===== config.mk =====
export PLATFORM = sky130hd
export DESIGN_NAME = fm_pg_top
export DESIGN_NICKNAME = d
export VERILOG_FILES = /design/src/fm_pkg.sv /design/src/fm_apb_regs.sv /design/src/fm_delay_line.sv /design/src/fm_pg_top.sv /design/src/fm_phase_gen.sv /design/src/fm_slot_counter.sv
export SDC_FILE = /design/constraint.sdc
export NUM_CORES = 2
export LEC_CHECK = 0
export BUFFER_PORTS_ARGS = -buffer_cell sky130_fd_sc_hd__buf_4
export CAP_MARGIN = 20
export CORE_ASPECT_RATIO = 1.75
export CORE_MARGIN = 10
export CORE_UTILIZATION = 37
export CTS_CLUSTER_DIAMETER = 30
export DETAILED_ROUTE_END_ITERATION = 12
export PLACE_DENSITY = 0.59
export SYNTH_ARGS = -nofsm -noshare
export SYNTH_HDL_FRONTEND = slang
export SYNTH_SLANG_ARGS = --single-unit

===== constraint.sdc =====
create_clock -name clk -period 4.75 [get_ports clk]
set_clock_uncertainty 0.05 [all_clocks]
set_input_delay 0.7125 -clock clk [delete_from_list [all_inputs] [get_ports clk]]
set_output_delay 0.7125 -clock clk [all_outputs]
set_load 0.1 [all_outputs]

===== src/fm_pkg.sv =====
////////////////////////////////////////////////////////////////////////////
// Shared types and constants for the FM phase generator
// Slot windows are 8 bytes wide, word aligned, 24 slots from address 0
// Control registers sit above the slot windows at 0x100 and 0x104
////////////////////////////////////////////////////////////////////////////

`default_nettype none

package fm_pkg;

	// Slot sequencing
	localparam int N_SLOTS = 24;
	localparam int SLOT_WIDTH = 5;

	typedef logic [SLOT_WIDTH-1:0] slot_t;

	// Phase widths
	localparam int PH_WIDTH = 20;
	localparam int PH_OUT_WIDTH = 10;
	localparam int PH_INC_WIDTH = 17;

	// APB bus widths
	localparam int APB_AW = 12;
	localparam int APB_DW = 32;

	////////////////////////////////////////////////////////////////////////////
	// Register map

	localparam logic [2:0] REG_FREQ_OFS = 3'h0;
	localparam logic [2:0] REG_OP_OFS = 3'h4;
	localparam logic [APB_AW-1:0] REG_CTRL = 12'h100;
	localparam logic [APB_AW-1:0] REG_KEYON = 12'h104;

	// One slot's configuration
	typedef struct packed {
		logic [10:0] fnum;
		logic [2:0]  block;
		logic [3:0]  mul;
		logic [2:0]  dt1;
	} pg_cfg_t;

	// Frequency view of the data word
	typedef struct packed {
		logic [17:0] rsvd;
		logic [2:0]  block;
		logic [10:0] fnum;
	} freq_word_t;

	// Operator view of the data word
	typedef struct packed {
		logic [24:0] rsvd;
		logic [2:0]  dt1;
		logic [3:0]  mul;
	} op_word_t;

	typedef union packed {
		freq_word_t freq;
		op_word_t   op;
	} reg_word_u;

	////////////////////////////////////////////////////////////////////////////
	// Bus and output bundles

	typedef struct packed {
		logic              psel;
		logic              penable;
		logic              pwrite;
		logic [APB_AW-1:0] paddr;
		logic [APB_DW-1:0] pwdata;
	} apb_req_t;

	typedef struct packed {
		logic [APB_DW-1:0] prdata;
		logic              pready;
		logic              pslverr;
	} apb_rsp_t;

	typedef struct packed {
		logic                    valid;
		slot_t                   slot;
		logic [PH_OUT_WIDTH-1:0] phase;
	} pg_out_t;

endpackage

`default_nettype wire


===== src/fm_apb_regs.sv =====
////////////////////////////////////////////////////////////////////////////
// APB slave with per-slot configuration, key-on and stop control
// No wait states and writes land at the end of the access phase
// Bad addresses and key-on slots of 24 or more give pslverr and have no effect
////////////////////////////////////////////////////////////////////////////

`timescale 1ns/10ps
`default_nettype none

module fm_apb_regs (
	input  wire              clk,
	input  wire              reset,
	input  wire fm_pkg::apb_req_t apb_req,
	output fm_pkg::apb_rsp_t apb_rsp,
	input  wire fm_pkg::slot_t    slot,
	input  wire              slot_advance,
	output fm_pkg::pg_cfg_t  cfg,
	output logic             pg_rst,
	output logic             pg_stop
);

	fm_pkg::pg_cfg_t cfg_mem [fm_pkg::N_SLOTS];
	logic [fm_pkg::N_SLOTS-1:0] keyon_pend;
	logic stop;

	logic access;
	logic in_window;
	logic hit_freq;
	logic hit_op;
	logic hit_ctrl;
	logic hit_keyon;
	logic keyon_ok;
	logic slv_err;
	logic wr_en;
	fm_pkg::slot_t acc_slot;
	fm_pkg::slot_t keyon_slot;
	fm_pkg::reg_word_u wr_word;
	fm_pkg::reg_word_u rd_word;

	////////////////////////////////////////////////////////////////////////////
	// Address decode

	always_comb begin
		access = apb_req.psel & apb_req.penable;
		acc_slot = apb_req.paddr[7:3];
		in_window = (apb_req.paddr[11:8] == 4'd0) && (apb_req.paddr[7:3] < fm_pkg::N_SLOTS);
		hit_freq = in_window && (apb_req.paddr[2:0] == fm_pkg::REG_FREQ_OFS);
		hit_op = in_window && (apb_req.paddr[2:0] == fm_pkg::REG_OP_OFS);
		hit_ctrl = (apb_req.paddr == fm_pkg::REG_CTRL);
		hit_keyon = (apb_req.paddr == fm_pkg::REG_KEYON);

		wr_word = fm_pkg::reg_word_u'(apb_req.pwdata);
		keyon_ok = (apb_req.pwdata < fm_pkg::N_SLOTS);
		keyon_slot = apb_req.pwdata[fm_pkg::SLOT_WIDTH-1:0];

		slv_err = access & (~(hit_freq | hit_op | hit_ctrl | hit_keyon)
			| (apb_req.pwrite & hit_keyon & ~keyon_ok));
		wr_en = access & apb_req.pwrite & ~slv_err;
	end

	// Response with key-on reading back as zero
	always_comb begin
		rd_word = '0;
		if (hit_freq) begin
			rd_word.freq.fnum = cfg_mem[acc_slot].fnum;
			rd_word.freq.block = cfg_mem[acc_slot].block;
		end else if (hit_op) begin
			rd_word.op.mul = cfg_mem[acc_slot].mul;
			rd_word.op.dt1 = cfg_mem[acc_slot].dt1;
		end
		apb_rsp.pready = 1'b1;
		apb_rsp.pslverr = slv_err;
		if (access && !apb_req.pwrite) begin
			apb_rsp.prdata = hit_ctrl ? {31'd0, stop} : rd_word;
		end else begin
			apb_rsp.prdata = '0;
		end
	end

	////////////////////////////////////////////////////////////////////////////
	// Register state

	always_ff @(posedge clk) begin
		if (reset) begin
			for (int i = 0; i < fm_pkg::N_SLOTS; i++) begin
				cfg_mem[i] <= '0;
			end
			keyon_pend <= '0;
			stop <= 1'b0;
		end else begin
			// Pending key-on is consumed when its slot is presented
			if (slot_advance) begin
				keyon_pend[slot] <= 1'b0;
			end
			if (wr_en) begin
				if (hit_freq) begin
					cfg_mem[acc_slot].fnum <= wr_word.freq.fnum;
					cfg_mem[acc_slot].block <= wr_word.freq.block;
				end
				if (hit_op) begin
					cfg_mem[acc_slot].mul <= wr_word.op.mul;
					cfg_mem[acc_slot].dt1 <= wr_word.op.dt1;
				end
				if (hit_ctrl) begin
					stop <= apb_req.pwdata[0];
				end
				// A fresh request wins over the clear above
				if (hit_keyon) begin
					keyon_pend[keyon_slot] <= 1'b1;
				end
			end
		end
	end

	// Current slot view for the pipeline
	assign cfg = cfg_mem[slot];
	assign pg_rst = keyon_pend[slot];
	assign pg_stop = stop;

endmodule

`default_nettype wire


===== src/fm_delay_line.sv =====
////////////////////////////////////////////////////////////////////////////
// Clock enabled shift register, stages must be 2 or more
// Whole line is cleared by reset
////////////////////////////////////////////////////////////////////////////

`timescale 1ns/10ps
`default_nettype none

module fm_delay_line #(
	parameter int width  = 1,
	parameter int stages = 2
) (
	input  wire              clk,
	input  wire              reset,
	input  wire              cen,
	input  wire [width-1:0]  din,
	output logic [width-1:0] dout
);

	logic [stages-1:0][width-1:0] sh;

	// New sample enters at index 0
	always_ff @(posedge clk) begin
		if (reset) begin
			sh <= '0;
		end else if (cen) begin
			sh <= {sh[stages-2:0], din};
		end
	end

	assign dout = sh[stages-1];

endmodule

`default_nettype wire


===== src/fm_pg_top.sv =====
////////////////////////////////////////////////////////////////////////////
// FM phase generator top, 24 slots with APB configuration
// pg_out is valid for one clock per enabled cycle, no back-pressure
////////////////////////////////////////////////////////////////////////////

`timescale 1ns/10ps
`default_nettype none

module fm_pg_top (
	input  wire                   clk,
	input  wire                   reset,
	input  wire                   cen,
	input  wire fm_pkg::apb_req_t apb_req,
	output fm_pkg::apb_rsp_t      apb_rsp,
	output fm_pkg::pg_out_t       pg_out
);

	fm_pkg::slot_t slot;
	fm_pkg::pg_cfg_t cfg;
	logic pg_rst;
	logic pg_stop;

	fm_slot_counter u_slot_counter (
		.clk       (clk),
		.reset     (reset),
		.cen       (cen),
		.slot      (slot),
		.slot_zero ()
	);

	// Register file, key-on is consumed on each enabled slot
	fm_apb_regs u_apb_regs (
		.clk          (clk),
		.reset        (reset),
		.apb_req      (apb_req),
		.apb_rsp      (apb_rsp),
		.slot         (slot),
		.slot_advance (cen),
		.cfg          (cfg),
		.pg_rst       (pg_rst),
		.pg_stop      (pg_stop)
	);

	fm_phase_gen u_phase_gen (
		.clk     (clk),
		.reset   (reset),
		.cen     (cen),
		.slot    (slot),
		.cfg     (cfg),
		.pg_rst  (pg_rst),
		.pg_stop (pg_stop),
		.pg_out  (pg_out)
	);

endmodule

`default_nettype wire


===== src/fm_phase_gen.sv =====
////////////////////////////////////////////////////////////////////////////
// Eight stage phase increment and accumulation pipeline
// All slot inputs are sampled at stage I, output appears 7 cycles later
// No LFO phase modulation
////////////////////////////////////////////////////////////////////////////

`timescale 1ns/10ps
`default_nettype none

module fm_phase_gen (
	input  wire                  clk,
	input  wire                  reset,
	input  wire                  cen,
	input  wire fm_pkg::slot_t   slot,
	input  wire fm_pkg::pg_cfg_t cfg,
	input  wire                  pg_rst,
	input  wire                  pg_stop,
	output fm_pkg::pg_out_t      pg_out
);

	localparam int IW = fm_pkg::PH_INC_WIDTH;
	localparam int TAG_W = fm_pkg::SLOT_WIDTH + 1;

	logic [IW:0]   fnum_shl;
	logic [IW-1:0] phinc_ii, phinc_iii, phinc_iv, phinc_v, phinc_vi;
	logic [4:0]    keycode_ii;
	logic [2:0]    dt1_ii, dt1_iii, dt1_iv;
	logic [3:0]    mul_ii, mul_iii, mul_iv, mul_v;
	logic          stop_ii, stop_iii, stop_iv, stop_v, stop_vi;
	logic [5:0]    dt1_kf_iii;
	logic [4:0]    pow2;
	logic [5:0]    dt1_unlimited;
	logic [4:0]    dt1_limit;
	logic [4:0]    dt1_offset_iv;
	logic [IW+3:0] phinc_prod;
	logic          pg_rst_vi;
	logic [fm_pkg::PH_WIDTH-1:0] phase_drop, phase_in;
	logic [fm_pkg::PH_OUT_WIDTH-1:0] phase_vii, phase_viii;
	logic [TAG_W-1:0] tag_viii;

	////////////////////////////////////////////////////////////////////////////
	// I  block shift and keycode

	assign fnum_shl = {7'd0, cfg.fnum} << cfg.block;

	always_ff @(posedge clk) begin
		if (reset) begin
			phinc_ii <= '0;
			keycode_ii <= '0;
			dt1_ii <= '0;
			mul_ii <= '0;
			stop_ii <= 1'b0;
		end else if (cen) begin
			phinc_ii <= fnum_shl[IW:1];
			keycode_ii <= {cfg.block, cfg.fnum[10],
				cfg.fnum[10] ? (|cfg.fnum[9:7]) : (&cfg.fnum[9:7])};
			dt1_ii <= cfg.dt1;
			mul_ii <= cfg.mul;
			stop_ii <= pg_stop;
		end
	end

	////////////////////////////////////////////////////////////////////////////
	// II  detune index, wraps modulo 64

	always_ff @(posedge clk) begin
		if (reset) begin
			dt1_kf_iii <= '0;
			phinc_iii <= '0;
			dt1_iii <= '0;
			mul_iii <= '0;
			stop_iii <= 1'b0;
		end else if (cen) begin
			case (dt1_ii[1:0])
				2'd1: dt1_kf_iii <= {1'b0, keycode_ii} - 6'd4;
				2'd2: dt1_kf_iii <= {1'b0, keycode_ii} + 6'd4;
				2'd3: dt1_kf_iii <= {1'b0, keycode_ii} + 6'd8;
				default: dt1_kf_iii <= {1'b0, keycode_ii};
			endcase
			phinc_iii <= phinc_ii;
			dt1_iii <= dt1_ii;
			mul_iii <= mul_ii;
			stop_iii <= stop_ii;
		end
	end

	////////////////////////////////////////////////////////////////////////////
	// III  offset table and clamp

	always_comb begin
		case (dt1_kf_iii[2:0])
			3'd0: pow2 = 5'd16;
			3'd1: pow2 = 5'd17;
			3'd2: pow2 = 5'd19;
			3'd3: pow2 = 5'd20;
			3'd4: pow2 = 5'd22;
			3'd5: pow2 = 5'd24;
			3'd6: pow2 = 5'd26;
			default: pow2 = 5'd29;
		endcase
		// High index bits scale the power, top two octaves give zero
		case (dt1_kf_iii[5:3])
			3'd0: dt1_unlimited = {5'd0, pow2[4]};
			3'd1: dt1_unlimited = {4'd0, pow2[4:3]};
			3'd2: dt1_unlimited = {3'd0, pow2[4:2]};
			3'd3: dt1_unlimited = {2'd0, pow2[4:1]};
			3'd4: dt1_unlimited = {1'd0, pow2};
			3'd5: dt1_unlimited = {pow2, 1'b0};
			default: dt1_unlimited = 6'd0;
		endcase
		case (dt1_iii[1:0])
			2'd2: dt1_limit = 5'd16;
			2'd3: dt1_limit = 5'd22;
			default: dt1_limit = 5'd8;
		endcase
	end

	always_ff @(posedge clk) begin
		if (reset) begin
			dt1_offset_iv <= '0;
			phinc_iv <= '0;
			dt1_iv <= '0;
			mul_iv <= '0;
			stop_iv <= 1'b0;
		end else if (cen) begin
			dt1_offset_iv <= (dt1_unlimited > {1'b0, dt1_limit}) ? dt1_limit : dt1_unlimited[4:0];
			phinc_iv <= phinc_iii;
			dt1_iv <= dt1_iii;
			mul_iv <= mul_iii;
			stop_iv <= stop_iii;
		end
	end

	////////////////////////////////////////////////////////////////////////////
	// IV  apply offset, V  multiply

	assign phinc_prod = phinc_v * mul_v;

	always_ff @(posedge clk) begin
		if (reset) begin
			phinc_v <= '0;
			mul_v <= '0;
			stop_v <= 1'b0;
			phinc_vi <= '0;
			stop_vi <= 1'b0;
		end else if (cen) begin
			if (dt1_iv[1:0] == 2'd0) begin
				phinc_v <= phinc_iv;
			end else if (!dt1_iv[2]) begin
				phinc_v <= phinc_iv + {12'd0, dt1_offset_iv};
			end else begin
				phinc_v <= phinc_iv - {12'd0, dt1_offset_iv};
			end
			mul_v <= mul_iv;
			stop_v <= stop_iv;
			// Multiplier zero halves the increment
			phinc_vi <= (mul_v == 4'd0) ? {1'b0, phinc_v[IW-1:1]} : phinc_prod[IW-1:0];
			stop_vi <= stop_v;
		end
	end

	////////////////////////////////////////////////////////////////////////////
	// VI  accumulate, VII and VIII output registers

	assign phase_in = pg_rst_vi ? '0 : (stop_vi ? phase_drop : phase_drop + {3'd0, phinc_vi});

	always_ff @(posedge clk) begin
		if (reset) begin
			phase_vii <= '0;
			phase_viii <= '0;
		end else if (cen) begin
			phase_vii <= phase_in[fm_pkg::PH_WIDTH-1 -: fm_pkg::PH_OUT_WIDTH];
			phase_viii <= phase_vii;
		end
	end

	// Phase of each slot circulates once per round
	fm_delay_line #(.width(fm_pkg::PH_WIDTH), .stages(fm_pkg::N_SLOTS)) u_phase_loop (
		.clk   (clk),
		.reset (reset),
		.cen   (cen),
		.din   (phase_in),
		.dout  (phase_drop)
	);

	fm_delay_line #(.width(1), .stages(5)) u_rst_line (
		.clk   (clk),
		.reset (reset),
		.cen   (cen),
		.din   (pg_rst),
		.dout  (pg_rst_vi)
	);

	// Slot tag plus fill flag, flag is zero until the pipeline has filled
	fm_delay_line #(.width(TAG_W), .stages(7)) u_tag_line (
		.clk   (clk),
		.reset (reset),
		.cen   (cen),
		.din   ({1'b1, slot}),
		.dout  (tag_viii)
	);

	assign pg_out.valid = tag_viii[TAG_W-1] & cen;
	assign pg_out.slot = tag_viii[TAG_W-2:0];
	assign pg_out.phase = phase_viii;

endmodule

`default_nettype wire


===== src/fm_slot_counter.sv =====
////////////////////////////////////////////////////////////////////////////
// Operator slot counter, 0 to 23 on enabled cycles
////////////////////////////////////////////////////////////////////////////

`timescale 1ns/10ps
`default_nettype none

module fm_slot_counter (
	input  wire           clk,
	input  wire           reset,
	input  wire           cen,
	output fm_pkg::slot_t slot,
	output logic          slot_zero
);

	localparam fm_pkg::slot_t LAST_SLOT = fm_pkg::slot_t'(fm_pkg::N_SLOTS - 1);

	always_ff @(posedge clk) begin
		if (reset) begin
			slot <= '0;
		end else if (cen) begin
			if (slot == LAST_SLOT) begin
				slot <= '0;
			end else begin
				slot <= slot + 1'b1;
			end
		end
	end

	// Start of a round
	assign slot_zero = (slot == '0);

endmodule

`default_nettype wire

==> results.cfg <==
[place]
dp.cells = 7510
gp_congestion = 0.9328
placement.io_buffers = 80
dp_hpwl_um = 124400

[timing]
hold_viol_final = 0
fin_tns_setup_ns = 0
holdWs_ns = 0.2260
slew_headroom_pct = 35.61
tightest_slew_ns = 0.9616
slew_viol_final = 0
rsz0062_at_grt = false
period_share_pct = 88.00
max_freq_mhz = 239.2
period_minus_slack_ns = 4.180
setup_viol = 0

[route]
remaining_drc_errors = 0
vias_per_cell = 5.431
drt_iter0_drc = 3811
dr.pass1.iters = 7
vias = 42930
routedWlPerCell_um = 23.21
drt-total-wl_um = 183500
postRouteAntennaNets = 0

[synthesis]
synth.distinct_cells = 86
synth-seq-cells = 1365
synth.mux.area_fraction_pct = 21.97
synthArstFlopShare_pct = 0
netlist_instances = 5257
ys_warn_count = 0
synth_top_family_by_area = multiplexers
synth-simple-area-share_pct = 12.48
ys.flop_type = dfxtp_1
syn_area_per_cell_um2 = 12.14
synth-compound-area-share_pct = 5.733
synth_fa_ha_area_share_pct = 2.235
synthXorXnorAreaFrac_pct = 0.5900
synth_area_um2 = 63830
synth_edf_count = 672
yosysSeqAreaShare_pct = 53.35

[clock_tree]
cts.path.max_buffers = 4
post_cts_buffers = 0
clock_latency_ns = 0.84
clk_pin_slew_ns = 0.06
cts_sinks = 1365
cts_tree = done
htreeDepth = 4
cts-resized-gates = 0
cts_made_buffers = 212
cts-root-buf = clkbuf_16
postCtsHoldBufs = 0

[finish]
fin_cells = 7905
multiInputGateArea_um2 = 28230
seq_area_um2 = 34060
drive_gt1_share_pct = 18.43
area_growth_syn_to_layout_pct = 18.01
fin_util_pct = 43.92
fillers = 15830
layout.nets = 5637

[power]
p_leak_nw = 28.70
peakVddDrop_mv = 0.3299
switchingPower_mw = 7.846
pwr-share-clk_pct = 50.5
intPower_mw = 23.81
power_per_cell_area_nw_per_um2 = 420.2
p_seq_share_pct = 41.3
sw_frac_of_total_pct = 24.79
comb_power_share_pct = 8.3

[global_routing]
grt_pass1_wl_um = 274800
grt_overflow = 0
antenna_found_initial = 5
grt_usage_pct = 18.89
grt_pass1_vias = 43570
grt_start_max_net_pins = 185

[floorplan]
dieArea_um2 = 190200
rows = 201
die_w_um = 334.0
num_io_pins = 100
die_y_um = 569.5
start_util_pct = 37.22
core-area_um2 = 171500

[setup_path]
cp.arrival_ns = 3.42
ff2ff_path_depth = 16
critPathMaxFanout = 31
end_kind = primary output
crit_type = input pin to primary output
crit_required_ns = 3.99
r2r_slack_ns = 0.58
critPathLaunchType = input pin

[status]
outcome = completed

[worst_hold_path]
holdPathStages = 1
hold_path.class = input pin to register

[flow_run]
maxCapViolCount = 0
==> worst max-delay path, stage by stage <==
cell and delay (ns):
buf_8 0.29, buf_12 0.32, mux4_2 0.56, a22o_1 0.19, a221oi_1 0.20, a31oi_1 0.28
a211oi_1 0.48, nor3_2 0.06, buf_4 0.24
==> per-stage QoR <==
stage | total power, mW | setup WS (ns) | instance area (um^2)
2_1_floorplan | 15.00 | 0.01472 | 64530
3_3_place_gp | 15.85 | 0.5370 | 67900
3_5_place_dp | 15.90 | 0.5735 | 67920
4_1_cts | 31.90 | 0.5490 | 75310
5_1_grt | 32.63 | 0.3273 | 75310
6_report | 31.66 | 0.5700 | 75330
==> state kept, by name, indices dropped and copies added (netlist names), 5 cells and up, named ones only <==
register                       flops
u_apb_regs.cfg_mem               672
u_phase_gen.u_phase_loop.sh      450
u_phase_gen.u_tag_line.sh         36
u_apb_regs.keyon_pend             24
u_phase_gen.u_phase_loop.dout     20
u_phase_gen.phinc_ii              17
u_phase_gen.phinc_iii             17
u_phase_gen.phinc_iv              17
u_phase_gen.phinc_v               17
u_phase_gen.phinc_vi              17
u_phase_gen.phase_viii            10
u_phase_gen.dt1_kf_iii             6
u_phase_gen.u_tag_line.dout        6
u_phase_gen.dt1_offset_iv          5
u_phase_gen.keycode_ii             5
u_slot_counter.slot                5
==> path summary, 6_finish.rpt <==
kind                                                 startpoint                         endpoint
worst min-delay path                                 apb_req[2]        u_apb_regs.cfg_mem[27][5]
worst min register to register  u_phase_gen.u_phase_loop.sh[17]  u_phase_gen.u_phase_loop.sh[17]
worst max-delay path                                apb_req[35]                       apb_rsp[2]
worst max register to register             u_phase_gen.mul_v[2]         u_phase_gen.phinc_vi[14]
==> kinds of logic after synthesis <==
logic type                 Yosys count
DFF                               1365
muxes                              993
AOI/OAI and AO/OA                  545
xor gates and xnor gates            43
buffers and inverters              545
other                                2
adders and majority gates           96
and+or+nand+nor                   1668
==> synthesized netlist by cell type (28+ instances only) <==
library cell	count	area, um^2
nand2_1	174	653.1
o21ai_0	128	640.6
a211oi_1	28	210.2
nor2_1	758	2845
and2_1	457	2859
inv_1	84	315.3
nor3_1	129	645.6
nand3_1	33	165.2
ha_1	66	825.8
dfxtp_1	693	13870
mux4_2	316	7117
mux2i_1	661	6616
o22ai_1	30	187.7
a22oi_1	91	683.2
fa_1	30	600.6
a21oi_1	89	445.4
xnor2_1	35	306.5
edfxtp_1	672	20180
clkbuf_1	308	1156
a221oi_1	28	245.2
buf_4	46	345.3
buf_1	68	255.2
==> cell type report <==
cell class	count	area share, %
Antenna cell	6	0.01993
Clock buffer	234	7.428
Clock inverter	155	2.390
Inverter	89	0.4435
Multi-Input combinational cell	3532	37.47
Sequential cell	1365	45.22
Tap cell	2233	3.709
Timing Repair Buffer	291	3.317
==> per-layer routing <==
layer | track usage [%] | share of wire [%]
met1 | 19.83 | 35
met5 | 0 | 0.027
met2 | 34.55 | 52
met3 | 3.120 | 6.3
met4 | 12.31 | 7.2
==> power groups by stage <==
stage | Combinational (mW) | Clock [mW] | Sequential, mW
floorplan | 1.86 | 0 | 13.1
global placement | 2.57 | 0 | 13.3
detailed placement | 2.59 | 0 | 13.3
CTS | 2.60 | 16.2 | 13.1
global route | 2.77 | 16.8 | 13.1
finish | 2.61 | 16.0 | 13.1
==> cells in the final DEF (no fill, tap or decap), types with 20 or more instances in the layout <==
| master | n |
|---|---|
| nand2_1 | 174 |
| clkbuf_16 | 218 |
| nand4_1 | 23 |
| o21ai_0 | 104 |
| clkinv_4 | 27 |
| buf_12 | 23 |
| dfxtp_1 | 690 |
| edfxtp_1 | 672 |
| nor2_1 | 740 |
| bufinv_16 | 24 |
| o21ai_1 | 25 |
| a22oi_1 | 91 |
| a221oi_1 | 28 |
| ha_1 | 66 |
| a21oi_1 | 89 |
| mux2i_1 | 661 |
| nor3_1 | 128 |
| conb_1 | 187 |
| a311oi_1 | 20 |
| mux4_2 | 316 |
| o22ai_1 | 30 |
| buf_4 | 264 |
| inv_6 | 38 |
| and2_1 | 457 |
| fa_1 | 30 |
| a211oi_1 | 28 |
| xnor2_1 | 35 |
| nand3_1 | 33 |
| clkinv_2 | 25 |
| inv_1 | 84 |
No activity file was read; power rests on OpenSTA's default activity.
